$ cat config.mk
export PLATFORM = sky130hd
export DESIGN_NAME = uart_tx_dev_flat
export DESIGN_NICKNAME = d
export VERILOG_FILES = /design/src/design/mmio_pkg.sv /design/src/design/dbus_if.sv /design/src/design/uart_tx_dev.sv /design/src/flat_wrapper.sv
export VERILOG_INCLUDE_DIRS = /design/src /design/src/design
export SDC_FILE = /design/constraint.sdc
export NUM_CORES = 1
export LEC_CHECK = 0
export BUFFER_PORTS_ARGS = -buffer_cell sky130_fd_sc_hd__buf_2
export CAP_MARGIN = 20
export CORE_UTILIZATION = 38
export DETAILED_ROUTE_END_ITERATION = 6
export PLACE_DENSITY = 0.92
export SLEW_MARGIN = 20
export SYNTH_ARGS = -nofsm -noshare
export SYNTH_HDL_FRONTEND = slang
export SYNTH_SLANG_ARGS = --single-unit
$ cat constraint.sdc
create_clock -name clk -period 3.1 [get_ports clk]
set_input_delay 0.155 -clock clk [delete_from_list [all_inputs] [get_ports clk]]
set_output_delay 0.155 -clock clk [all_outputs]
set_load 0.03 [all_outputs]
$ cat src/design/mmio_defines.svh
`ifndef MMIO_DEFINES_SVH
`define MMIO_DEFINES_SVH

// Data and address width.
`define MMIO_XLEN 32

// Device registers.
`define MMIO_ADDR_UART_TX 32'hFF00_0000
`define MMIO_ADDR_UART_RX 32'hFF00_0004

// Timer window: mtime lo/hi, mtimecmp lo/hi.
`define MMIO_CLINT_BASE 32'hFF00_0010
`define MMIO_CLINT_END  32'hFF00_001F

// Data RAM depth in words.
`define MMIO_RAM_WORDS 256

// Short bit period so frames stay cheap in simulation.
`define MMIO_UART_CLKS_PER_BIT 8

`endif

$ cat src/design/mmio_pkg.sv
`default_nettype none
`include "mmio_defines.svh"

package mmio_pkg;

    typedef logic [`MMIO_XLEN-1:0]   word_t;
    typedef logic [2*`MMIO_XLEN-1:0] dword_t;
    typedef logic [`MMIO_XLEN/8-1:0] wmask_t;

    typedef enum logic [1:0] {
        TGT_MEM,
        TGT_UART_TX,
        TGT_UART_RX,
        TGT_CLINT
    } mmio_target_e;

    typedef enum logic [1:0] {
        CTRL_IDLE,
        CTRL_WAIT_READY,
        CTRL_READ_VALID
    } ctrl_state_e;

    // Serial bit phase, used by both UART directions.
    typedef enum logic [1:0] {
        UART_IDLE,
        UART_START,
        UART_DATA,
        UART_STOP
    } uart_state_e;

    function automatic word_t apply_wmask(word_t old_word, word_t new_word, wmask_t mask);
        word_t res;
        res = old_word;
        for (int b = 0; b < `MMIO_XLEN / 8; b++) begin
            if (mask[b]) res[8*b +: 8] = new_word[8*b +: 8];
        end
        return res;
    endfunction

endpackage

`default_nettype wire

$ cat src/design/dbus_if.sv
`timescale 1ns/1ps
`default_nettype none

interface dbus_if import mmio_pkg::*; ();

    logic   req_valid;
    logic   req_ready;
    word_t  req_addr;
    logic   req_wen;
    word_t  req_wdata;
    wmask_t req_wmask;

    // Read data only, writes get no response.
    logic   resp_valid;
    word_t  resp_rdata;

    modport host (
        output req_valid, req_addr, req_wen, req_wdata, req_wmask,
        input  req_ready, resp_valid, resp_rdata
    );

    modport device (
        input  req_valid, req_addr, req_wen, req_wdata, req_wmask,
        output req_ready, resp_valid, resp_rdata
    );

endinterface

`default_nettype wire

$ cat src/design/uart_tx_dev.sv
`timescale 1ns/1ps
`default_nettype none
`include "mmio_defines.svh"

module uart_tx_dev import mmio_pkg::*; #(
    parameter int clks_per_bit = `MMIO_UART_CLKS_PER_BIT
) (
    input  wire    clk,
    input  wire    rst_n,
    dbus_if.device bus,
    output logic   uart_tx
);

    localparam int CNT_W = $clog2(clks_per_bit + 1);

    uart_state_e      state;
    logic [CNT_W-1:0] clk_cnt;
    logic [2:0]       bit_idx;
    logic [7:0]       shift_q;
    logic             busy;
    logic             bit_end;
    logic             frame_start;

    assign busy        = state != UART_IDLE;
    assign bit_end     = clk_cnt == CNT_W'(clks_per_bit - 1);
    assign bus.req_ready = !(busy && bus.req_wen);  // Status reads pass during a frame.
    assign frame_start = bus.req_valid && bus.req_ready && bus.req_wen;

    always_ff @(posedge clk) begin
        if (!rst_n) begin
            state   <= UART_IDLE;
            clk_cnt <= '0;
            bit_idx <= '0;
        end else begin
            clk_cnt <= (state == UART_IDLE || bit_end) ? '0 : clk_cnt + 1'b1;
            case (state)
                UART_IDLE:  if (frame_start) state <= UART_START;
                UART_START: if (bit_end) state <= UART_DATA;
                UART_DATA: if (bit_end) begin
                    bit_idx <= bit_idx + 1'b1;
                    if (bit_idx == 3'd7) state <= UART_STOP;
                end
                UART_STOP:  if (bit_end) state <= UART_IDLE;
                default:    state <= UART_IDLE;
            endcase
        end
    end

    always_ff @(posedge clk) begin
        if (frame_start) shift_q <= bus.req_wdata[7:0];
        else if (state == UART_DATA && bit_end) shift_q <= {1'b0, shift_q[7:1]};  // LSB first.
    end

    always_comb begin
        case (state)
            UART_START: uart_tx = 1'b0;
            UART_DATA:  uart_tx = shift_q[0];
            default:    uart_tx = 1'b1;
        endcase
    end

    always_ff @(posedge clk) begin
        if (!rst_n) bus.resp_valid <= 1'b0;
        else bus.resp_valid <= bus.req_valid && bus.req_ready && !bus.req_wen;
    end

    always_ff @(posedge clk) bus.resp_rdata <= word_t'(busy);

    // Start, eight data bits and stop.
    a_frame_len: assert property (@(posedge clk) disable iff (!rst_n)
        $rose(busy) |-> ##(10 * clks_per_bit) $fell(busy));

endmodule

`default_nettype wire

$ cat src/flat_wrapper.sv
// flat-port wrapper written by rule: the top's interface ports become plain ports
module uart_tx_dev_flat import mmio_pkg::*;
#(
    parameter int clks_per_bit = `MMIO_UART_CLKS_PER_BIT
)
  (clk, rst_n, uart_tx, bus_req_valid, bus_req_addr, bus_req_wen, bus_req_wdata, bus_req_wmask, bus_req_ready, bus_resp_valid, bus_resp_rdata);
  dbus_if bus_i ();
  input  wire clk;
  input  wire rst_n;
  output logic uart_tx;
  input wire logic [$bits(bus_i.req_valid)-1:0] bus_req_valid;
  input wire logic [$bits(bus_i.req_addr)-1:0] bus_req_addr;
  input wire logic [$bits(bus_i.req_wen)-1:0] bus_req_wen;
  input wire logic [$bits(bus_i.req_wdata)-1:0] bus_req_wdata;
  input wire logic [$bits(bus_i.req_wmask)-1:0] bus_req_wmask;
  output wire logic [$bits(bus_i.req_ready)-1:0] bus_req_ready;
  output wire logic [$bits(bus_i.resp_valid)-1:0] bus_resp_valid;
  output wire logic [$bits(bus_i.resp_rdata)-1:0] bus_resp_rdata;
  assign bus_i.req_valid = bus_req_valid;
  assign bus_i.req_addr = bus_req_addr;
  assign bus_i.req_wen = bus_req_wen;
  assign bus_i.req_wdata = bus_req_wdata;
  assign bus_i.req_wmask = bus_req_wmask;
  assign bus_req_ready = bus_i.req_ready;
  assign bus_resp_valid = bus_i.resp_valid;
  assign bus_resp_rdata = bus_i.resp_rdata;
  uart_tx_dev #(.clks_per_bit(clks_per_bit)) u_core (.clk(clk), .rst_n(rst_n), .bus(bus_i), .uart_tx(uart_tx));
endmodule
Yosys cells after proc, flatten, opt, wreduce, memory -nomap -nowiden
Index checks and enable logic that the tools add are counted.
{ "word_totals": {"in_bits": 72, "out_inout_bits": 35, "word_cells": 42, "register_bits": 19} }
{ "classes": {"n_eq_ne": 10, "bitwise": 1, "n_mux": 9, "n_reduce_logical": 14, "add_sub_neg": 2} }
{ "ops": {"columns": ["op", "n"], "rows": [
  ["$mux 8", 2],
  ["$mux 2", 5],
  ["$ne 2x1->1 const B", 5],
  ["$pmux 2 s4", 1],
  ["$logic_and 1x1->1", 5],
  ["$reduce_and 5->1", 1],
  ["$add 4x1->4 const B", 1],
  ["$eq 2x2->1 const B", 2],
  ["$eq 4x3->1 const B", 1],
  ["$reduce_bool 2->1", 2],
  ["$add 3x1->3 const B", 1],
  ["$eq 3x3->1 const B", 1],
  ["$eq 2x1->1 const B", 1],
  ["$logic_not 1->1", 2],
  ["$logic_not 2->1", 1],
  ["$pmux 1 s2", 1],
  ["$reduce_and 2->1", 1],
  ["$reduce_or 2->1", 1],
  ["$logic_or 1x1->1", 1],
  ["$not 1->1", 1]
]} }

Depth between registers and ports, before layout
{ "logic_depth": {"word_depth": 7, "ltp_mapped": 5} }

Worst setup path after synthesis
No wires, ideal clock.
{ "synth_timing": {"path_type": "flip-flop to flip-flop", "start": "reg u_core.state[0]", "end": "reg u_core.state[1]", "arrival_ns": 1.619, "slack_ns": 1.410, "synth_period_minus_slack_ns": 1.690, "stages_incl_launch_ff": 6, "path_buffers": 0, "cell_sequence": "dfxtp_1 > inv_1 > ha_1 > or3_1 > a222oi_1 > mux2i_1"} }
{ "synth_via": {"elab_chain_len": 7, "elab_cells_between_ends": 16, "classes_between": "eq/ne: 8; mux: 1; reduce/logical: 7"} }
{ "synth_lines": {"columns": ["item", "line", "source"], "rows": [
  ["start: declaration", "uart_tx_dev.sv:16", "uart_state_e state;"],
  ["start signal: assignment", "uart_tx_dev.sv:31", "state <= UART_IDLE;"],
  ["start signal: assignment", "uart_tx_dev.sv:37", "UART_IDLE: if (frame_start) state <= UART_START;"],
  ["start signal: assignment", "uart_tx_dev.sv:38", "UART_START: if (bit_end) state <= UART_DATA;"],
  ["$reduce_bool 2->1", "uart_tx_dev.sv:24", "assign busy = state != UART_IDLE;"],
  ["$logic_and 1x1->1", "uart_tx_dev.sv:26", "assign bus.req_ready = !(busy && bus.req_wen);"],
  ["$logic_not 1->1", "uart_tx_dev.sv:26", null],
  ["$logic_and 1x1->1 (2 in series)", "uart_tx_dev.sv:27", "assign frame_start = bus.req_valid && bus.req_ready && bus.req_wen;"],
  ["$ne 2x1->1 (no line)", null, null],
  ["$reduce_and 5->1 (no line)", null, null]
]} }
Several ways; a longest one is shown, not always the timed one.
A chain may end at the register's enable or synchronous reset.

Worst setup path in the final report
Ends and elaborated chain as after synthesis.

==> summary.txt <==
Synth
  – Yosys warnings: 0
  – XOR/XNOR Fraction of Synth Area: 0.0241
  – Main combinational cell family by area after synthesis: buffers and inverters
  – Mapped Area: ~0.0011 mm2
  – Dominant cells by area after synthesis: edfxtp_1 (22%), buf_4 (21%), dfxtp_1 (20%)
  – Area leader, netlist: edfxtp_1
  – Complex-gate fraction of the synthesized area: 0.0322
  – Synth Area in Adders: 0.0805
  – Synth cell types: 24
  – Post-synthesis sequential area ratio: 0.423
  – Main flop type after synthesis: dfxtp_1
  – Synth top area share: 0.221
  – Simple-gate share of the synthesized area: 0.0989
  – Mapped Cells: between 100 and 150
  – FFs w/ async S/R, synth: 0
  – Mux cell area share after synthesis: 0.100
  – Post-synth EDFFs: 8
  – Synth Area per Inst: approximately 10 um2
  – FF+latch count, synth: 19

Power
  – P_sw: about 260 uW
  – Comb pwr share: 0.366
  – Switching Fraction: 0.371
  – Reg power frac: 0.467
  – Int Pwr: approximately 440 uW
  – Tot Pwr: about 700 uW
  – PwrDens: 635 mW/mm2
  – Peak supply drop: between 300 and 400 uV
  – Leakage: 0.557 nW
  – Clock power frac: 0.167

STA
  – Clock skew: ~0.0054 ns
  – Final hold violations: 0
  – Slew Limit Fails: 0
  – Setup TNS: 0 ns
  – Period minus WS final: 1.84 ns
  – Endpoints failing setup: 0
  – Max frequency: roughly 540 MHz
  – Unrepaired setup endpoints after global routing: no
  – Final period util: 0.593

Routing
  – Met2 Wirelength: about 670 um
  – First DRT Iteration DRCs: 17
  – DRC: 0
  – WL final: ~1.3 mm
  – Drt wl/cell: between 8 and 9 um
  – Drt first pass iters: 4
  – Vias: 637
  – Top sig layer: met4
  – Antenna-violating nets left: 0
  – Met3 WL: between 70 and 80 um
  – DRT met1 WL: between 500 and 600 um
  – Avg Vias per Cell: between 4 and 5

Critical path
  – Crit-path max FO: 6
  – Family with the most delay on the worst path: compound AO/OA/AOI/OAI gates
  – CP Capture Type: flip-flop
  – Crit-path cells: inv_1 > ha_1 > or3_1 > a222oi_1 > mux2i_1
  – Reg2reg end: u_core.state[1]
  – Levels on crit path: 5
  – CP Launch Type: flip-flop
  – Origin of the critical flop-to-flop path: u_core.state[0]
  – Worst Setup SP: u_core.state[0]
  – R2R depth: 5
  – Crit Path Category: reg -> reg
  – CP bufs+invs: 1
  – Crit path DAT: roughly 2.1 ns
  – Critical Path RT: roughly 3.3 ns
  – R2r setup slk: 1.26 ns
  – Worst path max stage delay: around 0.43 ns
  – Slowest-stage cell, CP: a222oi_1
  – Setup crit end: u_core.state[1]

Die
  – Die area: 0.00308 mm2
  – Die width: between 50 and 60 um
  – Boundary Pins: ~110
  – Die H: about 56 um
  – Core box area: between 0.002 and 0.003 mm2
  – Rows: 19
  – Initial Util: 0.398

Global route
  – Initial antenna violation count: 0
  – Largest net degree at the start of global routing: 12
  – Vias in the first global route: between 500 and 600
  – GRT overflow: 0
  – GRT Total Usage: 0.0913
  – First-pass GRT wire length: 2.20 mm

Clocking
  – Root buffer cell: clkbuf_4
  – Post-cts sizing count: 0
  – CTS tree: done
  – Post CTS Setup Buffer Count: 0
  – TritonCTS Sinks: 19
  – Total CTS buffers: 3
  – Hold buffer count at cts: 0
  – Worst-path clk slew: approximately 0.1 ns
  – CTS H-tree depth: 1
  – Max Root-Sink Buffers: 2
  – Clk_lat worst skew: 0.28 ns

Layout
  – Share of cells above drive strength 1: 0.223
  – Nets: 201
  – ANT cells: 0
  – Area Overhead vs Synth: 1.61%
  – Fill count: roughly 280

Place
  – Placer Congestion: a little under 0.7
  – HPWL after DPL: roughly 1.1 mm
  – Port Buffer Count: 15

Flow run
  – Total of max-cap violations: 0

Min path
  – Hold crit path type: in -> reg

Outcome
  – Run status: finished clean
-- stage by stage --
step | utilization | hold slack, ns | cells | setup WS, ns | area (um2)
finish | 0.405 | 0.0640 | 152 | 1.26 | 1110
global route | 0.405 | 0.0619 | 152 | 1.16 | 1110
CTS | 0.405 | 0.0630 | 152 | 1.25 | 1110
detailed placement | 0.395 | 0.365 | 148 | 1.25 | 1080
global placement | 0.395 | 0.362 | 148 | 1.29 | 1080
floorplan | - | 0.227 | 134 | 1.41 | 1200
-- registers in the layout, summed over array words and instances (netlist names) --
name                   count
u_core.bit_idx             3
u_core.bus.resp_rdata      1
u_core.bus.resp_valid      1
u_core.clk_cnt             4
u_core.shift_q             8
u_core.state               2
-- placed cells by master (no fill, tap or decap) --
cell | synthesis | layout
nor2_1 | 5 | 5
nor2b_1 | 2 | 2
clkbuf_4 | 0 | 3
edfxtp_1 | 8 | 8
a222oi_1 | 1 | 1
xnor2_1 | 1 | 1
a211o_2 | 1 | 1
mux2_2 | 7 | 7
mux2i_1 | 3 | 3
nand4b_1 | 1 | 1
clkinv_2 | 0 | 1
or3_1 | 1 | 1
o21ai_0 | 1 | 1
and3_1 | 1 | 1
conb_1 | 1 | 31
ha_1 | 7 | 7
xor2_1 | 2 | 2
nand3_1 | 3 | 3
and2_1 | 1 | 1
dfxtp_1 | 11 | 11
nand3b_1 | 1 | 1
inv_1 | 6 | 6
buf_2 | 0 | 15
nand2_1 | 7 | 7
o211a_1 | 1 | 1
-- layout make-up --
cell class                      instances  area, um2  area share
Sequential cell                        19        460       0.416
Timing Repair Buffer                   15       75.1      0.0679
Tap cell                               31       38.8      0.0351
Clock inverter                          1       5.00     0.00452
Multi-Input combinational cell         77        482       0.436
Inverter                                6       22.5      0.0204
Clock buffer                            3       22.5      0.0204
-- how the worst min path moves through the flow --
stage,from,endpoint,cells past startpoint
final,bus_req_wen,u_core.bus.resp_valid,2
after global routing,bus_req_wen,u_core.bus.resp_valid,2
after CTS,bus_req_wen,u_core.bus.resp_valid,2
after detailed placement,bus_req_wen,u_core.bus.resp_valid,2
after global placement,bus_req_wen,u_core.bus.resp_valid,2
after floorplan,bus_req_wen,u_core.bus.resp_valid,1
-- metal layers --
layer  GRT usage  vias to the layer above
met5           0                        -
met4      0.0429                        0
met3      0.0164                        2
met2       0.153                       34
met1       0.113                      286
li1            -                      315
-- synth_stat cells, types with 2 or more instances --
master and number:
mux2_2 7, mux2i_1 3, dfxtp_1 11, edfxtp_1 8, xor2_1 2, nand3_1 3, nor2b_1 2, nand2_1 7
nor2_1 5, buf_4 31, ha_1 7, inv_1 6
-- kinds of logic after synthesis --
group,after synthesis
AOI/OAI and AO/OA,4
xor gates and xnor gates,3
adders and majority gates,7
buffers and inverters,38
DFF,19
muxes,10
other,1
and+or+nand+nor,22
-- power groups by stage --
stage / registers, mW / clock network, mW / logic (mW)
floorplan: 0.339 / 0 / 0.229
global placement: 0.331 / 0 / 0.252
detailed placement: 0.334 / 0 / 0.260
CTS: 0.329 / 0.121 / 0.261
global route: 0.333 / 0.133 / 0.283
finish: 0.328 / 0.118 / 0.257
(Power assumes the default switching activity.)
