### src/design/mmio_defines.svh
`ifndef MMIO_DEFINES_SVH
`define MMIO_DEFINES_SVH

// Data and address width.
`define MMIO_XLEN 32

// Device registers.
`define MMIO_ADDR_UART_TX 32'hFF00_0000
`define MMIO_ADDR_UART_RX 32'hFF00_0004

// Timer window: mtime lo/hi, mtimecmp lo/hi.
`define MMIO_CLINT_BASE 32'hFF00_0010
`define MMIO_CLINT_END  32'hFF00_001F

// Data RAM depth in words.
`define MMIO_RAM_WORDS 256

// Short bit period so frames stay cheap in simulation.
`define MMIO_UART_CLKS_PER_BIT 8

`endif

### src/design/mmio_pkg.sv
`default_nettype none
`include "mmio_defines.svh"

package mmio_pkg;

    typedef logic [`MMIO_XLEN-1:0]   word_t;
    typedef logic [2*`MMIO_XLEN-1:0] dword_t;
    typedef logic [`MMIO_XLEN/8-1:0] wmask_t;

    typedef enum logic [1:0] {
        TGT_MEM,
        TGT_UART_TX,
        TGT_UART_RX,
        TGT_CLINT
    } mmio_target_e;

    typedef enum logic [1:0] {
        CTRL_IDLE,
        CTRL_WAIT_READY,
        CTRL_READ_VALID
    } ctrl_state_e;

    // Serial bit phase, used by both UART directions.
    typedef enum logic [1:0] {
        UART_IDLE,
        UART_START,
        UART_DATA,
        UART_STOP
    } uart_state_e;

    function automatic word_t apply_wmask(word_t old_word, word_t new_word, wmask_t mask);
        word_t res;
        res = old_word;
        for (int b = 0; b < `MMIO_XLEN / 8; b++) begin
            if (mask[b]) res[8*b +: 8] = new_word[8*b +: 8];
        end
        return res;
    endfunction

endpackage

`default_nettype wire

### src/design/dbus_if.sv
`timescale 1ns/1ps
`default_nettype none

interface dbus_if import mmio_pkg::*; ();

    logic   req_valid;
    logic   req_ready;
    word_t  req_addr;
    logic   req_wen;
    word_t  req_wdata;
    wmask_t req_wmask;

    // Read data only, writes get no response.
    logic   resp_valid;
    word_t  resp_rdata;

    modport host (
        output req_valid, req_addr, req_wen, req_wdata, req_wmask,
        input  req_ready, resp_valid, resp_rdata
    );

    modport device (
        input  req_valid, req_addr, req_wen, req_wdata, req_wmask,
        output req_ready, resp_valid, resp_rdata
    );

endinterface

`default_nettype wire

### src/design/uart_rx_dev.sv
`timescale 1ns/1ps
`default_nettype none
`include "mmio_defines.svh"

module uart_rx_dev import mmio_pkg::*; #(
    parameter int clks_per_bit = `MMIO_UART_CLKS_PER_BIT
) (
    input  wire    clk,
    input  wire    rst_n,
    dbus_if.device bus,
    input  wire    uart_rx
);

    localparam int CNT_W = $clog2(clks_per_bit + 1);
    localparam int HALF  = clks_per_bit / 2;

    uart_state_e      state;
    logic             rx_s1;
    logic             rx_s2;
    logic [CNT_W-1:0] clk_cnt;
    logic [2:0]       bit_idx;
    logic [7:0]       shift_q;
    logic [7:0]       hold_q;
    logic             full_q;
    logic             sample;
    logic             byte_done;
    logic             rd_fire;

    // Half a bit into the start bit, then one full period per bit.
    assign sample = (state == UART_START) ? clk_cnt == CNT_W'(HALF - 1)
                                          : clk_cnt == CNT_W'(clks_per_bit - 1);
    assign byte_done = state == UART_STOP && sample && rx_s2;  // Needs a valid stop bit.
    assign rd_fire   = bus.req_valid && !bus.req_wen;

    assign bus.req_ready = 1'b1;

    always_ff @(posedge clk) begin
        if (!rst_n) begin
            rx_s1   <= 1'b1;
            rx_s2   <= 1'b1;
            state   <= UART_IDLE;
            clk_cnt <= '0;
            bit_idx <= '0;
        end else begin
            rx_s1   <= uart_rx;
            rx_s2   <= rx_s1;
            clk_cnt <= (state == UART_IDLE || sample) ? '0 : clk_cnt + 1'b1;
            case (state)
                UART_IDLE:  if (!rx_s2) state <= UART_START;
                UART_START: if (sample) state <= rx_s2 ? UART_IDLE : UART_DATA;  // Glitch.
                UART_DATA: if (sample) begin
                    bit_idx <= bit_idx + 1'b1;
                    if (bit_idx == 3'd7) state <= UART_STOP;
                end
                UART_STOP:  if (sample) state <= UART_IDLE;
                default:    state <= UART_IDLE;
            endcase
        end
    end

    always_ff @(posedge clk) begin
        if (state == UART_DATA && sample) shift_q <= {rx_s2, shift_q[7:1]};
        if (byte_done) hold_q <= shift_q;
    end

    // New byte wins over a read in the same cycle.
    always_ff @(posedge clk) begin
        if (!rst_n) full_q <= 1'b0;
        else if (byte_done) full_q <= 1'b1;
        else if (rd_fire) full_q <= 1'b0;
    end

    always_ff @(posedge clk) begin
        if (!rst_n) bus.resp_valid <= 1'b0;
        else bus.resp_valid <= rd_fire;
    end

    always_ff @(posedge clk) bus.resp_rdata <= word_t'({full_q, hold_q});

endmodule

`default_nettype wire

### src/flat_wrapper.sv
// flat-port wrapper written by rule: the top's interface ports become plain ports
module uart_rx_dev_flat import mmio_pkg::*;
#(
    parameter int clks_per_bit = `MMIO_UART_CLKS_PER_BIT
)
  (clk, rst_n, uart_rx, bus_req_valid, bus_req_addr, bus_req_wen, bus_req_wdata, bus_req_wmask, bus_req_ready, bus_resp_valid, bus_resp_rdata);
  dbus_if bus_i ();
  input  wire clk;
  input  wire rst_n;
  input  wire uart_rx;
  input wire logic [$bits(bus_i.req_valid)-1:0] bus_req_valid;
  input wire logic [$bits(bus_i.req_addr)-1:0] bus_req_addr;
  input wire logic [$bits(bus_i.req_wen)-1:0] bus_req_wen;
  input wire logic [$bits(bus_i.req_wdata)-1:0] bus_req_wdata;
  input wire logic [$bits(bus_i.req_wmask)-1:0] bus_req_wmask;
  output wire logic [$bits(bus_i.req_ready)-1:0] bus_req_ready;
  output wire logic [$bits(bus_i.resp_valid)-1:0] bus_resp_valid;
  output wire logic [$bits(bus_i.resp_rdata)-1:0] bus_resp_rdata;
  assign bus_i.req_valid = bus_req_valid;
  assign bus_i.req_addr = bus_req_addr;
  assign bus_i.req_wen = bus_req_wen;
  assign bus_i.req_wdata = bus_req_wdata;
  assign bus_i.req_wmask = bus_req_wmask;
  assign bus_req_ready = bus_i.req_ready;
  assign bus_resp_valid = bus_i.resp_valid;
  assign bus_resp_rdata = bus_i.resp_rdata;
  uart_rx_dev #(.clks_per_bit(clks_per_bit)) u_core (.clk(clk), .rst_n(rst_n), .bus(bus_i), .uart_rx(uart_rx));
endmodule
### config.mk
export PLATFORM = sky130hd
export DESIGN_NAME = uart_rx_dev_flat
export DESIGN_NICKNAME = d
export VERILOG_FILES = /design/src/design/mmio_pkg.sv /design/src/design/dbus_if.sv /design/src/design/uart_rx_dev.sv /design/src/flat_wrapper.sv
export VERILOG_INCLUDE_DIRS = /design/src /design/src/design
export SDC_FILE = /design/constraint.sdc
export NUM_CORES = 1
export LEC_CHECK = 0
export BUFFER_PORTS_ARGS = -buffer_cell sky130_fd_sc_hd__clkbuf_2
export CORE_MARGIN = 1.5
export CORE_UTILIZATION = 35
export CTS_CLUSTER_DIAMETER = 150
export CTS_CLUSTER_SIZE = 30
export DETAILED_ROUTE_END_ITERATION = 16
export GPL_TIMING_DRIVEN = 1
export PLACE_DENSITY = 0.71
export SETUP_SLACK_MARGIN = 0.05
export SLEW_MARGIN = 0
export SYNTH_ARGS = -nofsm -noshare
export SYNTH_HDL_FRONTEND = slang
export SYNTH_SLANG_ARGS = --single-unit
### constraint.sdc
create_clock -name clk -period 2 [get_ports clk]
set_input_delay 0.3 -clock clk [delete_from_list [all_inputs] [get_ports clk]]
set_output_delay 0.3 -clock clk [all_outputs]
set_load 0.05 [all_outputs]
Word level (Yosys, flattened, before mapping)

Index checks and enable logic that the tools add are counted.

Add/sub/neg operators: 2
Multiplexer cells: 10
Bitwise gates (word level): 1
Eq/ne operators: 11
Reductions and logical operators: 11

Operator list:

| operator                                                                 | count |
|---|---|
| 2-bit two-way mux                                                        | 6 |
| 2-bit by 1-bit inequality test with 1-bit output (second input constant) | 4 |
| 2-bit one-hot mux with 4 select lines                                    | 1 |
| 5-bit AND reduction                                                      | 1 |
| 4-bit by 1-bit adder with 4-bit output (second input constant)           | 1 |
| 2-bit == test (second input constant)                                    | 2 |
| 4-bit by 2-bit == test with 1-bit output (second input constant)         | 1 |
| 4-bit by 3-bit == test with 1-bit output (second input constant)         | 1 |
| 1-bit logical AND                                                        | 4 |
| 3-bit by 1-bit adder with 3-bit output (second input constant)           | 1 |
| 3-bit == test (second input constant)                                    | 1 |
| 1-bit two-way mux                                                        | 3 |
| 2-bit by 1-bit == test with 1-bit output (second input constant)         | 1 |
| 2-bit logical NOT                                                        | 1 |
| 2-bit inequality test (second input constant)                            | 1 |
| 2-bit AND reduction                                                      | 1 |
| 2-bit nonzero test                                                       | 1 |
| 2-bit OR reduction                                                       | 1 |
| 1-bit logical NOT                                                        | 1 |
| 1-bit logical OR                                                         | 1 |
| 1-bit inverter                                                           | 1 |

Output and inout port bits: 34
Bits of input ports: 73
Word-level logic and storage cells: 45
Register bits after elaboration: 38

Depth between registers and ports, before layout

Depth after elaboration: 5
Depth in mapped cells: 5
Gate-level depth less buffers: 4

Least setup slack after synthesis

No wires, ideal clock.

Kind: register to register
From: reg u_core.clk_cnt[0]
To: reg u_core.hold_q[0] (enable)
Cell stages (with the launch flop): 5
Clock period less this slack: 1.380 ns
Setup slack: 0.620 ns
Buffers on the path: 0
Arrival time: 1.056 ns
Cells stage by stage: dfxtp_1 ha_1 and4b_4 nand3_1 inv_1

Word-level cells in the longest chain between the ends: 4
Elaborated cells between the ends (all ways): 5
Classes of those cells: 2 x eq/ne; 1 x mux; 2 x reduce/logical

Ends and longest elaborated chain:

| element                                                                                                     | line                                 | RTL |
|---|---|---|
| start, declared                                                                                             | uart_rx_dev.sv:20                    | `logic [CNT_W-1:0] clk_cnt;` |
| start signal, assigned                                                                                      | uart_rx_dev.sv:47                    | `clk_cnt <= (state == UART_IDLE \|\| sample) ? '0 : clk_cnt + 1'b1;` |
| 4-bit by 3-bit == test with 1-bit output / 4-bit by 2-bit == test with 1-bit output (equally long branches) | uart_rx_dev.sv:31, uart_rx_dev.sv:30 |  |
| 1-bit two-way mux (*)                                                                                       | uart_rx_dev.sv:30                    | `assign sample = (state == UART_START) ? clk_cnt == CNT_W'(HALF - 1)` |
| 1-bit logical AND (*) (2 in series)                                                                         | uart_rx_dev.sv:32                    | `assign byte_done = state == UART_STOP && sample && rx_s2;` |
| via u_core.byte_done                                                                                        | uart_rx_dev.sv:26                    | `logic byte_done;` |
| end signal, assigned                                                                                        | uart_rx_dev.sv:63                    | `if (byte_done) hold_q <= shift_q;` |
| end, declared                                                                                               | uart_rx_dev.sv:23                    | `logic [7:0] hold_q;` |

Mark *: on every way through the listed nets, which the timed path passes. The rest lies on a longest branch.
A chain may end at the register's enable or synchronous reset.

Worst setup path after layout

From: reg u_core.clk_cnt[0]
To: reg u_core.shift_q[7] (enable)

Word-level cells in the longest chain between the ends: 3
Elaborated cells between the ends (all ways): 4
Classes of those cells: 2 x eq/ne; 1 x mux; 1 x reduce/logical

Ends and longest elaborated chain:

| element                                                                                                     | line                                 | RTL |
|---|---|---|
| 4-bit by 3-bit == test with 1-bit output / 4-bit by 2-bit == test with 1-bit output (equally long branches) | uart_rx_dev.sv:31, uart_rx_dev.sv:30 |  |
| 1-bit two-way mux (*)                                                                                       | uart_rx_dev.sv:30                    |  |
| 1-bit logical AND (*)                                                                                       | uart_rx_dev.sv:62                    | `if (state == UART_DATA && sample) shift_q <= {rx_s2, shift_q[7:1]};` |
| end signal, assigned                                                                                        | uart_rx_dev.sv:62                    |  |
| end, declared                                                                                               | uart_rx_dev.sv:22                    | `logic [7:0] shift_q;` |

Every way passes the cells marked *; elsewhere a longest branch is shown, timed or not.

==> summary.txt <==
Status
  • Outcome: complete, no violations

Hold path
  • Hold path start: bus_req_wen
  • Hold Path End: u_core.bus.resp_valid
  • Hold Crit Depth: 2
  • Hold crit path type: primary input to register

GRT
  • Grt total ovfl: 0
  • First-pass GRT wire length: 2870 µm
  • Largest net degree at the start of global routing: 15
  • Total Routing Usage GR: 9.40%
  • Initial antenna violation count: 0
  • Vias in the first global route: 654

STA
  • Hold Vio Cnt, Final: 0
  • RSZ-0062 raised after global routing: no
  • Period minus WS final: 1.70 ns
  • Clock skew: 0.00604 ns
  • Slew headroom: 66.1%
  • Final Cycle Share: 84.9%
  • Worst slew pin tran: 0.508 ns
  • Final setup vio count: 0
  • Setup TNS: 0 ns
  • Fmax: 589 MHz
  • Final slew viol count: 0

Critical path
  • Crit end category: register
  • Critical Setup Path Class: register to register
  • Worst reg2reg endpoint: u_core.shift_q[7]
  • CP Max Fanout: 11
  • Reg2reg setup slack: 0.30 ns
  • Req. time, crit path: 1.92 ns
  • WP data arrival: 1.62 ns
  • Worst R2R Start: u_core.clk_cnt[0]
  • Startpoint types: register
  • R2R cell count: 3

Synthesis
  • Sequential share of the synthesized area: 64.5%
  • Synth Flop Type: dfxtp_1
  • EDFF count, synth: 16
  • Count of mapped cells out of synthesis: 112
  • Yosys cell types: 26
  • Mean post-synth cell area: 12.7 µm²
  • Yosys reg bits: 38
  • Post-Syn Area: 1430 µm²
  • Yosys warning count: 0
  • Synth async-reset ratio: 0%

Clock network
  • Post-CTS Resized: 0
  • # clock sinks: 38
  • CTS Buf Count: 5
  • Worst-path clk slew: 0.07 ns
  • Worst-Skew Late Latency: 0.28 ns
  • CTS tree: yes
  • Hold bufs inserted after CTS: 0
  • Clock Tree Buf Depth: 2
  • H-tree Lvls: 2
  • Setup Fix Bufs, Post-CTS: 0
  • Root Driver: clkbuf_8

Routing
  • Final ANT Viol Nets: 0
  • Via density: 4.06
  • Initial DRT Pass Iterations: 4
  • Via count: 727
  • Number of remaining DRC errors: 0
  • Post-Route WL: 1860 µm
  • WL/cell: 10.4 µm
  • DRT iter0 DRCs: 13

Placement
  • Post-DP HPWL: 1340 µm
  • Placer Congestion: 0.676
  • Placed Instances: 171
  • Port bufs: 14

Finish
  • Fill cell count: 397
  • N_diodes: 0
  • Fin cells: 179
  • Most common cell after layout, fill and taps aside: conb_1
  • Area growth, synth to finish: 10.2%
  • Nets: 204
  • Most frequent cells in the layout: conb_1 (24), dfxtp_1 (22), edfxtp_1 (16)
  • Layout cells sized above 1: 19.4%

Power
  • Pwr Total: 0.00167 W
  • Power density over the cells: 1060 nW/µm²
  • Pleak: 0.655 nW
  • Peak supply drop: 484 µV

Floorplanning
  • Core box area: 3970 µm²
  • Die width: 66.9 µm
  • Cell Rows: 23
  • IO Pins: 107
  • Die area: 4470 µm²
  • Initial core utilization: 35.9%
  • Die H: 66.9 µm

Flow run
  • MaxCap Viol Count: 0
## metrics by stage
step / instance area, µm² / util, % / setup WS [ns] / hold WS (ns)
after floorplan: 1510 / - / 0.620 / 0.323
after global placement: 1440 / 36.3 / 0.381 / 0.325
after detailed placement: 1440 / 36.3 / 0.291 / 0.328
after CTS: 1570 / 39.6 / 0.278 / 0.184
after global routing: 1570 / 39.6 / 0.173 / 0.185
final: 1570 / 39.6 / 0.302 / 0.190
## worst max-delay path, stage by stage, from the launching register on
cell     delay, ns
dfxtp_1       0.36
ha_1          0.25
and4b_4       0.27
and2b_1       0.45
## cell type report
cell class / instances / area (µm²) / share of cell area (%)
sequential: 38 / 921 / 58.6
clock inverter: 3 / 63.8 / 4.06
inverter: 5 / 18.8 / 1.19
multi-input combinational: 64 / 368 / 23.4
timing repair buffer: 14 / 70.1 / 4.46
clock buffer: 5 / 68.8 / 4.38
tap: 50 / 62.6 / 3.98
## per-layer routing
| layer | vias to the layer above | part of all wire (%) | track usage [%] | wire length (µm) |
|---|---|---|---|---|
| li1 | 355 | - | - | - |
| met1 | 337 | 40 | 9.03 | 747 |
| met2 | 30 | 50 | 16.3 | 935 |
| met3 | 5 | 7.6 | 4.05 | 142 |
| met4 | 0 | 2.0 | 6.12 | 38 |
| met5 | - | 0 | 0 | 0 |
## worst max path at each step
stage                                 start  slack (ns)           endpoint  cells past startpoint
after floorplan           u_core.clk_cnt[0]        0.62   u_core.hold_q[0]                      4
after global placement    u_core.clk_cnt[0]        0.38  u_core.shift_q[6]                      3
after detailed placement  u_core.clk_cnt[0]        0.29  u_core.shift_q[0]                      3
after CTS                 u_core.clk_cnt[0]        0.28  u_core.shift_q[7]                      3
after global routing      u_core.clk_cnt[0]        0.17  u_core.bit_idx[1]                      4
final                     u_core.clk_cnt[0]        0.30  u_core.shift_q[7]                      3
## logic make-up after synthesis
| family | after synthesis | synth area share (%) |
|---|---|---|
| multiplexers | 3 | 2.10 |
| AO/OA/AOI/OAI | 8 | 3.59 |
| buffers and inverters | 32 | 15.5 |
| XOR/XNOR | 3 | 1.84 |
| other | 2 | 0.526 |
| adder cells (fa/ha/maj) | 3 | 2.63 |
| flip-flops | 38 | 64.5 |
| AND/OR/NAND/NOR | 23 | 9.29 |
## Yosys cell counts, drive strengths merged (2+ instances only)
cell type,n,share of area [%]
edfxtp,16,34
o21ai,4,1.4
nand3,2,0.70
dfxtp,22,31
ha,3,2.6
inv,5,1.3
nand2,6,1.6
buf,26,14
conb,2,0.53
nand2b,3,1.3
mux2i,3,2.1
nor2,6,1.8
xor2,3,1.8
## registers in the layout, summed over array words and instances (netlist names), named ones only
| signal | count |
|---|---|
| u_core.bus.resp_rdata | 9 |
| u_core.hold_q | 8 |
| u_core.shift_q | 8 |
| u_core.clk_cnt | 4 |
| u_core.bit_idx | 3 |
| u_core.bus.resp_valid | 1 |
| u_core.full_q | 1 |
| u_core.rx_s1 | 1 |
| u_core.rx_s2 | 1 |
| u_core.state | 1 |
## where the power goes
part | leakage [nW] | total, W | internal (W) | switching, W
Sequential | 0.325 | 0.000809 | 0.000805 | 0.00000328
Combinational | 0.264 | 0.000118 | 0.00000826 | 0.000109
Clock | 0.0658 | 0.000743 | 0.000493 | 0.000250
Total | 0.655 | 0.00167 | 0.00131 | 0.000363
Power figures use the tool's default switching activity.
