==> src/design/mmio_defines.svh <==
`ifndef MMIO_DEFINES_SVH
`define MMIO_DEFINES_SVH

// Data and address width.
`define MMIO_XLEN 32

// Device registers.
`define MMIO_ADDR_UART_TX 32'hFF00_0000
`define MMIO_ADDR_UART_RX 32'hFF00_0004

// Timer window: mtime lo/hi, mtimecmp lo/hi.
`define MMIO_CLINT_BASE 32'hFF00_0010
`define MMIO_CLINT_END  32'hFF00_001F

// Data RAM depth in words.
`define MMIO_RAM_WORDS 256

// Short bit period so frames stay cheap in simulation.
`define MMIO_UART_CLKS_PER_BIT 8

`endif

==> src/design/mmio_pkg.sv <==
`default_nettype none
`include "mmio_defines.svh"

package mmio_pkg;

    typedef logic [`MMIO_XLEN-1:0]   word_t;
    typedef logic [2*`MMIO_XLEN-1:0] dword_t;
    typedef logic [`MMIO_XLEN/8-1:0] wmask_t;

    typedef enum logic [1:0] {
        TGT_MEM,
        TGT_UART_TX,
        TGT_UART_RX,
        TGT_CLINT
    } mmio_target_e;

    typedef enum logic [1:0] {
        CTRL_IDLE,
        CTRL_WAIT_READY,
        CTRL_READ_VALID
    } ctrl_state_e;

    // Serial bit phase, used by both UART directions.
    typedef enum logic [1:0] {
        UART_IDLE,
        UART_START,
        UART_DATA,
        UART_STOP
    } uart_state_e;

    function automatic word_t apply_wmask(word_t old_word, word_t new_word, wmask_t mask);
        word_t res;
        res = old_word;
        for (int b = 0; b < `MMIO_XLEN / 8; b++) begin
            if (mask[b]) res[8*b +: 8] = new_word[8*b +: 8];
        end
        return res;
    endfunction

endpackage

`default_nettype wire

==> src/design/dbus_if.sv <==
`timescale 1ns/1ps
`default_nettype none

interface dbus_if import mmio_pkg::*; ();

    logic   req_valid;
    logic   req_ready;
    word_t  req_addr;
    logic   req_wen;
    word_t  req_wdata;
    wmask_t req_wmask;

    // Read data only, writes get no response.
    logic   resp_valid;
    word_t  resp_rdata;

    modport host (
        output req_valid, req_addr, req_wen, req_wdata, req_wmask,
        input  req_ready, resp_valid, resp_rdata
    );

    modport device (
        input  req_valid, req_addr, req_wen, req_wdata, req_wmask,
        output req_ready, resp_valid, resp_rdata
    );

endinterface

`default_nettype wire

==> src/design/clint_dev.sv <==
`timescale 1ns/1ps
`default_nettype none

module clint_dev import mmio_pkg::*; (
    input  wire    clk,
    input  wire    rst_n,
    dbus_if.device bus,
    output logic   timer_irq
);

    dword_t     mtime;
    dword_t     mtimecmp;
    logic [1:0] sel;
    logic       wr_fire;
    word_t      rd_word;

    assign bus.req_ready = 1'b1;
    assign sel     = bus.req_addr[3:2];  // Word select inside the window.
    assign wr_fire = bus.req_valid && bus.req_wen;

    always_comb begin
        case (sel)
            2'd0:    rd_word = mtime[31:0];
            2'd1:    rd_word = mtime[63:32];
            2'd2:    rd_word = mtimecmp[31:0];
            default: rd_word = mtimecmp[63:32];
        endcase
    end

    always_ff @(posedge clk) begin
        if (!rst_n) begin
            mtime     <= '0;
            mtimecmp  <= '1;  // Keeps the interrupt off.
            timer_irq <= 1'b0;
        end else begin
            mtime     <= mtime + 64'd1;
            timer_irq <= mtime >= mtimecmp;
            if (wr_fire) begin
                case (sel)
                    2'd0: mtime[31:0] <= apply_wmask(mtime[31:0], bus.req_wdata, bus.req_wmask);
                    2'd1: mtime[63:32] <= apply_wmask(mtime[63:32], bus.req_wdata,
                                                      bus.req_wmask);
                    2'd2: mtimecmp[31:0] <= apply_wmask(mtimecmp[31:0], bus.req_wdata,
                                                        bus.req_wmask);
                    default: mtimecmp[63:32] <= apply_wmask(mtimecmp[63:32], bus.req_wdata,
                                                            bus.req_wmask);
                endcase
            end
        end
    end

    always_ff @(posedge clk) begin
        if (!rst_n) bus.resp_valid <= 1'b0;
        else bus.resp_valid <= bus.req_valid && !bus.req_wen;
    end

    always_ff @(posedge clk) bus.resp_rdata <= rd_word;

endmodule

`default_nettype wire

==> src/flat_wrapper.sv <==
// flat-port wrapper written by rule: the top's interface ports become plain ports
module clint_dev_flat import mmio_pkg::*;
  (clk, rst_n, timer_irq, bus_req_valid, bus_req_addr, bus_req_wen, bus_req_wdata, bus_req_wmask, bus_req_ready, bus_resp_valid, bus_resp_rdata);
  dbus_if bus_i ();
  input  wire clk;
  input  wire rst_n;
  output logic timer_irq;
  input wire logic [$bits(bus_i.req_valid)-1:0] bus_req_valid;
  input wire logic [$bits(bus_i.req_addr)-1:0] bus_req_addr;
  input wire logic [$bits(bus_i.req_wen)-1:0] bus_req_wen;
  input wire logic [$bits(bus_i.req_wdata)-1:0] bus_req_wdata;
  input wire logic [$bits(bus_i.req_wmask)-1:0] bus_req_wmask;
  output wire logic [$bits(bus_i.req_ready)-1:0] bus_req_ready;
  output wire logic [$bits(bus_i.resp_valid)-1:0] bus_resp_valid;
  output wire logic [$bits(bus_i.resp_rdata)-1:0] bus_resp_rdata;
  assign bus_i.req_valid = bus_req_valid;
  assign bus_i.req_addr = bus_req_addr;
  assign bus_i.req_wen = bus_req_wen;
  assign bus_i.req_wdata = bus_req_wdata;
  assign bus_i.req_wmask = bus_req_wmask;
  assign bus_req_ready = bus_i.req_ready;
  assign bus_resp_valid = bus_i.resp_valid;
  assign bus_resp_rdata = bus_i.resp_rdata;
  clint_dev u_core (.clk(clk), .rst_n(rst_n), .bus(bus_i), .timer_irq(timer_irq));
endmodule
==> config.mk <==
export PLATFORM = sky130hd
export DESIGN_NAME = clint_dev_flat
export DESIGN_NICKNAME = d
export VERILOG_FILES = /design/src/design/mmio_pkg.sv /design/src/design/dbus_if.sv /design/src/design/clint_dev.sv /design/src/flat_wrapper.sv
export VERILOG_INCLUDE_DIRS = /design/src /design/src/design
export SDC_FILE = /design/constraint.sdc
export NUM_CORES = 1
export LEC_CHECK = 0
export ABC_CLOCK_PERIOD_IN_PS = 4600
export BUFFER_PORTS_ARGS = -buffer_cell sky130_fd_sc_hd__clkbuf_2
export CAP_MARGIN = 25
export CORE_ASPECT_RATIO = 1.25
export CORE_MARGIN = 2
export CORE_UTILIZATION = 52
export DETAILED_ROUTE_END_ITERATION = 8
export GPL_TIMING_DRIVEN = 0
export PLACE_DENSITY = 0.82
export RECOVER_POWER = 100
export SYNTH_ARGS = -nofsm -noshare
export SYNTH_HDL_FRONTEND = slang
export SYNTH_SLANG_ARGS = --single-unit
==> constraint.sdc <==
create_clock -name clk -period 4.6 [get_ports clk]
set_input_delay 0.92 -clock clk [delete_from_list [all_inputs] [get_ports clk]]
set_output_delay 0.92 -clock clk [all_outputs]
set_load 0.02 [all_outputs]
Yosys cells after proc, flatten, opt, wreduce, memory -nomap -nowiden:

Cells that the tools add are included.

* register bits: 162
* input port bits: 72
* word-level logic and storage cells: 53

* add/subtract/negate cells: 1
* $lt $le $gt $ge: 1
* equal/unequal tests: 10
* mux-type cells: 8
* bitwise logic cells: 1
* reductions and logical operators: 13

Operator list (number)
* $pmux W32 S3: 1
* $add A64 B1 Y64 const B: 1
* $ge A64 B64 Y1: 1
* $mux W32: 2
* $mux W64: 1
* $mux W8: 4
* $ne A3 B3 Y1 const B: 8
* $reduce_and A3 Y1: 8
* $reduce_or A3 Y1: 1
* $eq A2 B1 Y1 const B: 1
* $eq A2 B2 Y1 const B: 1
* $logic_and A1 B1 Y1: 2
* $logic_not A2 Y1: 1
* $logic_not A1 Y1: 1
* $not A1 Y1: 1

Longest topological paths before layout:

Gate-level depths: netlist of run 1.

* depth in word-level cells: 4
* gate-level depth with buffers: 9
* depth with buffers taken out: 8

Worst setup path before layout of run 1:

OpenSTA, ideal clock, no wires.

* kind: in2reg
* from: input port bus_req_addr[2]
* to: register u_core.mtime[54]
* setup time: 71 ps
* data arrival time: 2355 ps
* path slack: 2174 ps
* cell stages on the path: 8
* cells stage by stage: buf_2 inv_1 or3_1 clkbuf_1 and3_1 nand4_1 mux2_1 a21oi_1

* word-level cells in the longest chain between the ends: 3
* elaborated cells between the ends (all ways): 4
* classes of those cells: eq/ne: 2; mux: 2

Ends and longest elaborated chain
* start, declared: line flat_wrapper.sv:9 `input wire logic [$bits(bus_i.req_addr)-1:0] bus_req_addr;`
* $eq A2 B1 Y1 *: line clint_dev.sv:39 `case (sel)`
* $mux W32: line clint_dev.sv:39
* $mux W64: line clint_dev.sv:38 `if (wr_fire) begin`
* end signal, assigned: line clint_dev.sv:36 `mtime <= mtime + 64'd1;`
* end signal, assigned: line clint_dev.sv:41 `2'd1: mtime[63:32] <= apply_wmask(mtime[63:32], bus.req_wdata,`
* end, declared: line clint_dev.sv:11 `dword_t mtime;`

Every way passes the cells marked *; elsewhere a longest branch is shown, timed or not.
A chain may end at the register's enable or synchronous reset.

Worst setup path after layout of run 1:

* from: input port bus_req_addr[2]
* to: register u_core.mtime[57]

Same word-level chain as after synthesis.

==> flow_summary_export.csv, run 1 <==
group,metric,value,unit
outcome,status,"finished, final reports clean",
floorplanning,dieArea,0.01877,mm2
route,vias_per_cell,6.729,
setup_path,path_class,"input pin to flop",
setup_path,arrival,3880,ps
clock_tree,cts_resized,0,
timing,tightest_slew,1029,ps
final_layout,drive_gt1_frac,0.1141,
timing,setup_tns,0,ps
power_and_ir_drop,p_int,2394,uW
timing,final_max_slew_viol_count,0,
power_and_ir_drop,p_leak,0.004379,uW
global_route,grt_use_total,0.3410,
setup_path,end_kind,"flop",
floorplanning,die_h,152.7,um
timing,whs,522.1,ps
logic_synthesis,synth.most_common_cell,"dfxtp_1",
clock_tree,numCtsBuffers,17,
power_and_ir_drop,p_seq_frac,0.461,
floorplanning,fp.coreArea,0.01736,mm2
logic_synthesis,ys_seq_area_frac,0.3527,
timing,rsz0062_at_grt,"no",
timing,clock_skew,4.779,ps
worst_hold_path,hold_class,"flop to flop",
floorplanning,start_util,0.5296,
global_route,antenna_found_initial,1,
job,drv_cap,0,
global_route,grt_max_degree,17,
final_layout,n_antenna_cell,0,
logic_synthesis,netlist_area,0.009196,mm2
power_and_ir_drop,power.density,309.9,mW/mm2
clock_tree,postCtsHoldBufs,0,
clock_tree,cts_tree,"yes",
clock_tree,htree_levels,4,
setup_path,crit_fanout,10,
route,drc,0,
power_and_ir_drop,switchingPower,822.5,uW
logic_synthesis,synth_cell_types,66,
global_route,grt.overflow.total,0,
logic_synthesis,synth_ff_type,"dfxtp_1",
power_and_ir_drop,swShare,0.2557,
setup_path,critPathMaxStageDelay,740,ps
setup_path,cp.required,4960,ps
route,first_pass_iters,7,
final_layout,nNetsFinal,1282,
logic_synthesis,yosys_warnings,0,
place,hpwlAfterDp,23.09,mm
final_layout,fill_cells,1475,
clock_tree,clk_path_buf_depth,2,
clock_tree,post_cts_buffers,0,
global_route,busiest_layer,"met2",
logic_synthesis,ys_seq_elements,162,
clock_tree,clk_pin_slew,60,ps
clock_tree,clock_latency,430,ps
route,vias,9293,
floorplanning,rows,54,
setup_path,r2r_slack,1680,ps
power_and_ir_drop,max-vdd-ir-drop,0.0002594,V
logic_synthesis,synth_commonest_cells,"162 x dfxtp_1, 129 x nand2_1, 75 x a21oi_1",
logic_synthesis,syn-instance-count,1053,
route,wire_per_inst,22.94,um
final_layout,multi_input_area,0.005408,mm2
logic_synthesis,syn_nets,1190,
timing,slew_headroom,0.3140,
route,drt_iter0_markers,1119,
route,ant_nets,0,
place,gp_congestion,0.9921,
place,numPortBuffers,72,
power_and_ir_drop,combPwrFrac,0.095,
logic_synthesis,synth_top_area_frac,0.3527,
global_route,grt_pass1_wl,48.73,mm
logic_synthesis,syn_avg_cell_area,8.733,um2
setup_path,crit_chain,"clkbuf_1, inv_1, nor3_1, clkbuf_1, clkbuf_1, nand2_1, o22ai_1",
timing,fmax,0.2841,GHz
global_route,grt_pass1_vias,9064,
global_route,grt_use_met3,0.05763,
timing,fin_crit,3520,ps
setup_path,slowest_stage,"nor3_1",
logic_synthesis,synthArstFlopShare,0,
timing,period_share,0.7653,
logic_synthesis,synth_area_leaders,"dfxtp_1 35%, ha_1 8.8%, mux4_2 7.8%",
route,wirelength,31.68,mm
logic_synthesis,synth_largest_area_cell,"dfxtp_1",
floorplanning,pin_count,107,
setup_path,crit_top_cell,"clkbuf_1",
global_route,gr-usage-met1,0.3964,
setup_path,start_kind,"input pin",
final_layout,area_delta_synth_final,12.84,%
clock_tree,cts-root-buf,"clkbuf_16",
clock_tree,clock-sinks,162,
power_and_ir_drop,p_clk_frac,0.444,
global_route,met2_usage,0.5367,
floorplanning,die-width,122.9,um
timing,finalHoldViolCount,0,
final_layout,final-seq-area,0.003243,mm2
logic_synthesis,synth_edf_count,0,
timing,setup_violations,0,
[path summary, 6_finish.rpt]
| check | from | cells past startpoint | endpoint |
|---|---|---|---|
| hold reg to reg | u_core.mtimecmp[14]$_SDFFE_PN1P_ | 2 | u_core.mtimecmp[14]$_SDFFE_PN1P_ |
| hold / removal | u_core.mtimecmp[14]$_SDFFE_PN1P_ | 2 | u_core.mtimecmp[14]$_SDFFE_PN1P_ |
| setup / recovery | bus_req_addr[2] | 7 | u_core.mtime[57]$_SDFFE_PN0P_ |
| setup reg to reg | u_core.mtime[19]$_SDFFE_PN0P_ | 7 | u_core.timer_irq$_SDFF_PN0_ |
[power by group through the flow]
stage	logic [uW]	registers [uW]	clock network (uW)
2_1_floorplan	155	1530	0
3_3_place_gp	294	1510	0
3_5_place_dp	298	1510	0
4_1_cts	301	1480	1430
5_1_grt	323	1490	1480
6_report	304	1480	1430
[registers in the layout (all words and copies together) (netlist names)]
name,count
u_core.bus.resp_rdata,32
u_core.bus.resp_valid,1
u_core.mtime,64
u_core.mtimecmp,64
u_core.timer_irq,1
[cells in the final DEF, fill, tap and decap left out, drive strengths merged, types with 40 or more instances in the layout]
| cell type | instances |
|---|---|
| a21oi | 76 |
| clkbuf | 152 |
| dfxtp | 162 |
| ha | 65 |
| inv | 73 |
| nand2 | 129 |
| nand3 | 46 |
| nor2 | 46 |
| o211ai | 67 |
| o21ai | 40 |
[final cells by class]
class / count / share of cell area
multi-input cells: 753 / 0.5211
inverters: 74 / 0.02677
repair buffers: 73 / 0.03195
flip-flops and latches: 162 / 0.3125
clock inverters: 8 / 0.01001
clock buffers: 23 / 0.04606
well taps: 224 / 0.02701
plain buffers: 64 / 0.02460
[worst max-delay path, delay by kind of cell]
family | cells | cell delay (ps)
buffers and inverters | 4 | 1680
AOI/OAI and AO/OA | 1 | 220
and+or+nand+nor | 2 | 1050
[per-stage QoR]
| stage | instance area (um2) | setup WS [ps] | util | cells | total power [uW] |
|---|---|---|---|---|---|
| 6_report | 10380 | 1080 | 0.5976 | 1381 | 3216 |
| 5_1_grt | 10380 | 978.4 | 0.5976 | 1381 | 3290 |
| 4_1_cts | 10420 | 1665 | 0.6000 | 1380 | 3209 |
| 3_5_place_dp | 9837 | 1234 | 0.5665 | 1349 | 1811 |
| 3_3_place_gp | 9837 | 1328 | 0.5665 | 1349 | 1804 |
| 2_1_floorplan | 9196 | 2174 | - | 1053 | 1685 |
[per-layer routing]
| layer | part of all wire | vias up |
|---|---|---|
| li1 | - | 4090 |
| met4 | 0.096 | 2 |
| met3 | 0.093 | 224 |
| met5 | 0.00032 | - |
| met1 | 0.35 | 4371 |
| met2 | 0.46 | 606 |
[kinds of logic (layout without fill, tap and decap cells)]
logic type	after synthesis	count (layout)	share of synthesized area
multiplexers	57	57	0.1083
other	1	1	0.0004078
XOR/XNOR	11	11	0.01048
adder cells (fa/ha/maj)	65	65	0.08844
flip-flops	162	162	0.3527
AND/OR/NAND/NOR	369	369	0.2084
buffers and inverters	138	242	0.05891
AO/OA/AOI/OAI	250	250	0.1724
Power figures use the tool's default switching activity.
==> inputs of run 2 (changes only) <==
--- a/config.mk
+++ b/config.mk
@@ -6,7 +6,7 @@
 export SDC_FILE = /design/constraint.sdc
 export NUM_CORES = 1
 export LEC_CHECK = 0
-export ABC_CLOCK_PERIOD_IN_PS = 4600
+export ABC_CLOCK_PERIOD_IN_PS = 3600
 export BUFFER_PORTS_ARGS = -buffer_cell sky130_fd_sc_hd__clkbuf_2
 export CAP_MARGIN = 25
 export CORE_ASPECT_RATIO = 1.25
==> constraint.sdc (replaced) <==
create_clock -name clk -period 3.6 [get_ports clk]
set_input_delay 0.72 -clock clk [delete_from_list [all_inputs] [get_ports clk]]
set_output_delay 0.72 -clock clk [all_outputs]
set_load 0.02 [all_outputs]
==> run 2 against run 1 <==
- via count down 0.31%
- cell area about the same
- core utilization about the same
- global-route usage unchanged
- sequential power up 28%
- critical path type unchanged
- total power up 28%
- clock skew up 0.59 ps
==> flow_summary_export.csv, run 2 (same netlist as run 1, synthesis figures left out) <==
group,metric,value,unit
outcome,status,"finished, final reports clean",
floorplanning,pin_count,107,
clock_tree,cts_tree,"yes",
power_and_ir_drop,p_int,3058,uW
final_layout,fill_cells,1475,
setup_path,crit_chain,"clkbuf_1, inv_1, nor3_1, clkbuf_1, clkbuf_1, nand3_1, a31oi_1",
route,vias_per_cell,6.708,
final_layout,top_regs,"u_core.mtime x64, u_core.mtimecmp x64, u_core.bus.resp_rdata x32",
setup_path,r2r_start,"u_core.mtime[19]$_SDFFE_PN0P_",
worst_hold_path,hold_path_end,"u_core.bus.resp_valid$_SDFF_PN0_",
setup_path,start_kind,"input pin",
timing,fmax,0.3123,GHz
setup_path,crit_top_cell,"clkbuf_1",
job,drv_cap,0,
final_layout,drive_gt1_frac,0.1141,
setup_path,path_class,"input pin to flop",
route,drt_iter0_markers,1116,
final_layout,n_antenna_cell,0,
timing,setup_violations,0,
global_route,met2_usage,0.5367,
worst_hold_path,hold_class,"input pin to flop",
timing,finalHoldViolCount,0,
floorplanning,fp.coreArea,0.01736,mm2
timing,rsz0062_at_grt,"no",
global_route,grt_max_degree,17,
power_and_ir_drop,max-vdd-ir-drop,0.0003335,V
route,vias,9264,
global_route,antenna_found_initial,1,
route,first_pass_iters,6,
power_and_ir_drop,p_total,4106,uW
power_and_ir_drop,swShare,0.2551,
setup_path,arrival,3550,ps
setup_path,end_kind,"flop",
clock_tree,clock_latency,440,ps
power_and_ir_drop,switchingPower,1048,uW
final_layout,nNetsFinal,1282,
setup_path,slowest_stage,"nor3_1",
global_route,grt_use_met3,0.05763,
global_route,grt_use_total,0.3410,
global_route,grt.overflow.total,0,
global_route,grt_pass1_vias,9064,
clock_tree,cts-root-buf,"clkbuf_16",
setup_path,cp.required,3950,ps
place,numPortBuffers,72,
power_and_ir_drop,combPwrFrac,0.095,
route,wire_per_inst,22.86,um
final_layout,mostFrequentLayoutCells,"162 x dfxtp_1, 129 x nand2_1, 94 x clkbuf_1",
timing,whs,494.2,ps
clock_tree,clk_path_buf_depth,2,
setup_path,r2r_end,"u_core.timer_irq$_SDFF_PN0_",
global_route,busiest_layer,"met2",
clock_tree,post_cts_buffers,0,
power_and_ir_drop,p_leak,0.004383,uW
floorplanning,die-width,122.9,um
clock_tree,clock-sinks,162,
worst_hold_path,hold_path_depth,2,
timing,tightest_slew,1032,ps
setup_path,r2r_slack,690,ps
floorplanning,start_util,0.5296,
route,drc,0,
timing,period_share,0.8894,
floorplanning,rows,54,
setup_path,crit_fanout,10,
clock_tree,htree_levels,4,
route,wirelength,31.58,mm
timing,final_max_slew_viol_count,0,
global_route,gr-usage-met1,0.3964,
route,ant_nets,0,
final_layout,area_delta_synth_final,12.83,%
timing,slew_headroom,0.3122,
timing,fin_crit,3202,ps
power_and_ir_drop,p_seq_frac,0.462,
clock_tree,postCtsHoldBufs,0,
setup_path,ff2ff_path_depth,7,
place,hpwlAfterDp,23.09,mm
timing,clock_skew,5.371,ps
floorplanning,dieArea,0.01877,mm2
setup_path,crit_path_start,"bus_req_addr[2]",
power_and_ir_drop,power.density,395.7,mW/mm2
final_layout,final_common_cell,"dfxtp_1",
setup_path,critPathMaxStageDelay,760,ps
floorplanning,die_h,152.7,um
worst_hold_path,hp-start,"bus_req_wen",
clock_tree,numCtsBuffers,17,
place,gp_congestion,0.9921,
clock_tree,clk_pin_slew,60,ps
global_route,grt_pass1_wl,48.73,mm
clock_tree,cts_resized,0,
power_and_ir_drop,p_clk_frac,0.444,
timing,setup_tns,0,ps
-- run 2: changes by cell type in the layout (fill, tap and decap cells not counted) --
cell / delta
nor2_1: +1
buf_2: +1
nor2_2: -1
clkbuf_1: -1
-- run 2: how the worst max path moves through the flow --
| stage | endpoint | slack, ps | cells past startpoint |
|---|---|---|---|
| floorplan | u_core.mtime[54]$_SDFFE_PN0P_ | 1370 | 8 |
| global placement | u_core.mtime[57]$_SDFFE_PN0P_ | 530 | 7 |
| detailed placement | u_core.mtime[57]$_SDFFE_PN0P_ | 430 | 7 |
| CTS | u_core.timer_irq$_SDFF_PN0_ | 800 | 7 |
| global route | u_core.mtime[37]$_SDFFE_PN0P_ | 310 | 7 |
| finish | u_core.mtime[50]$_SDFFE_PN0P_ | 400 | 7 |
-- run 2: worst max-delay path: cells and delay by family --
| family | cells | cell delay (ps) |
|---|---|---|
| buffers and inverters | 4 | 1730 |
| and+or+nand+nor | 2 | 920 |
| AOI/OAI and AO/OA | 1 | 170 |
-- run 2: metal layers --
metal | routed length [um] | share of wire | vias to the layer above
met5 | 10 | 0.00032 | -
met4 | 3070 | 0.097 | 2
met3 | 2926 | 0.093 | 234
met2 | 14450 | 0.46 | 617
met1 | 11120 | 0.35 | 4321
li1 | - | - | 4090
-- run 2: stage by stage --
| step | area (um2) | setup WS [ps] | util | std cells |
|---|---|---|---|---|
| after floorplan | 9196 | 1374 | - | 1053 |
| after global placement | 9837 | 528.0 | 0.5665 | 1349 |
| after detailed placement | 9837 | 434.3 | 0.5665 | 1349 |
| after CTS | 10420 | 803.3 | 0.6000 | 1380 |
| after global routing | 10380 | 314.9 | 0.5976 | 1381 |
| final | 10380 | 398.0 | 0.5976 | 1381 |
-- run 2: cell type report --
| cell class | count | area [um2] | share of cell area |
|---|---|---|---|
| clock inverters | 8 | 103.9 | 0.01001 |
| inverters | 74 | 277.8 | 0.02677 |
| multi-input cells | 753 | 5405 | 0.5209 |
| plain buffers | 64 | 256.5 | 0.02472 |
| well taps | 224 | 280.3 | 0.02701 |
| flip-flops and latches | 162 | 3243 | 0.3126 |
| repair buffers | 73 | 331.6 | 0.03195 |
| clock buffers | 23 | 478.0 | 0.04606 |
-- run 2: power by group through the flow --
stage	combinational (uW)	clock, uW	sequential, uW
3_3_place_gp	375	0	1930
5_1_grt	412	1890	1900
6_report	389	1820	1900
3_5_place_dp	381	0	1930
4_1_cts	385	1820	1890
2_1_floorplan	198	0	1950
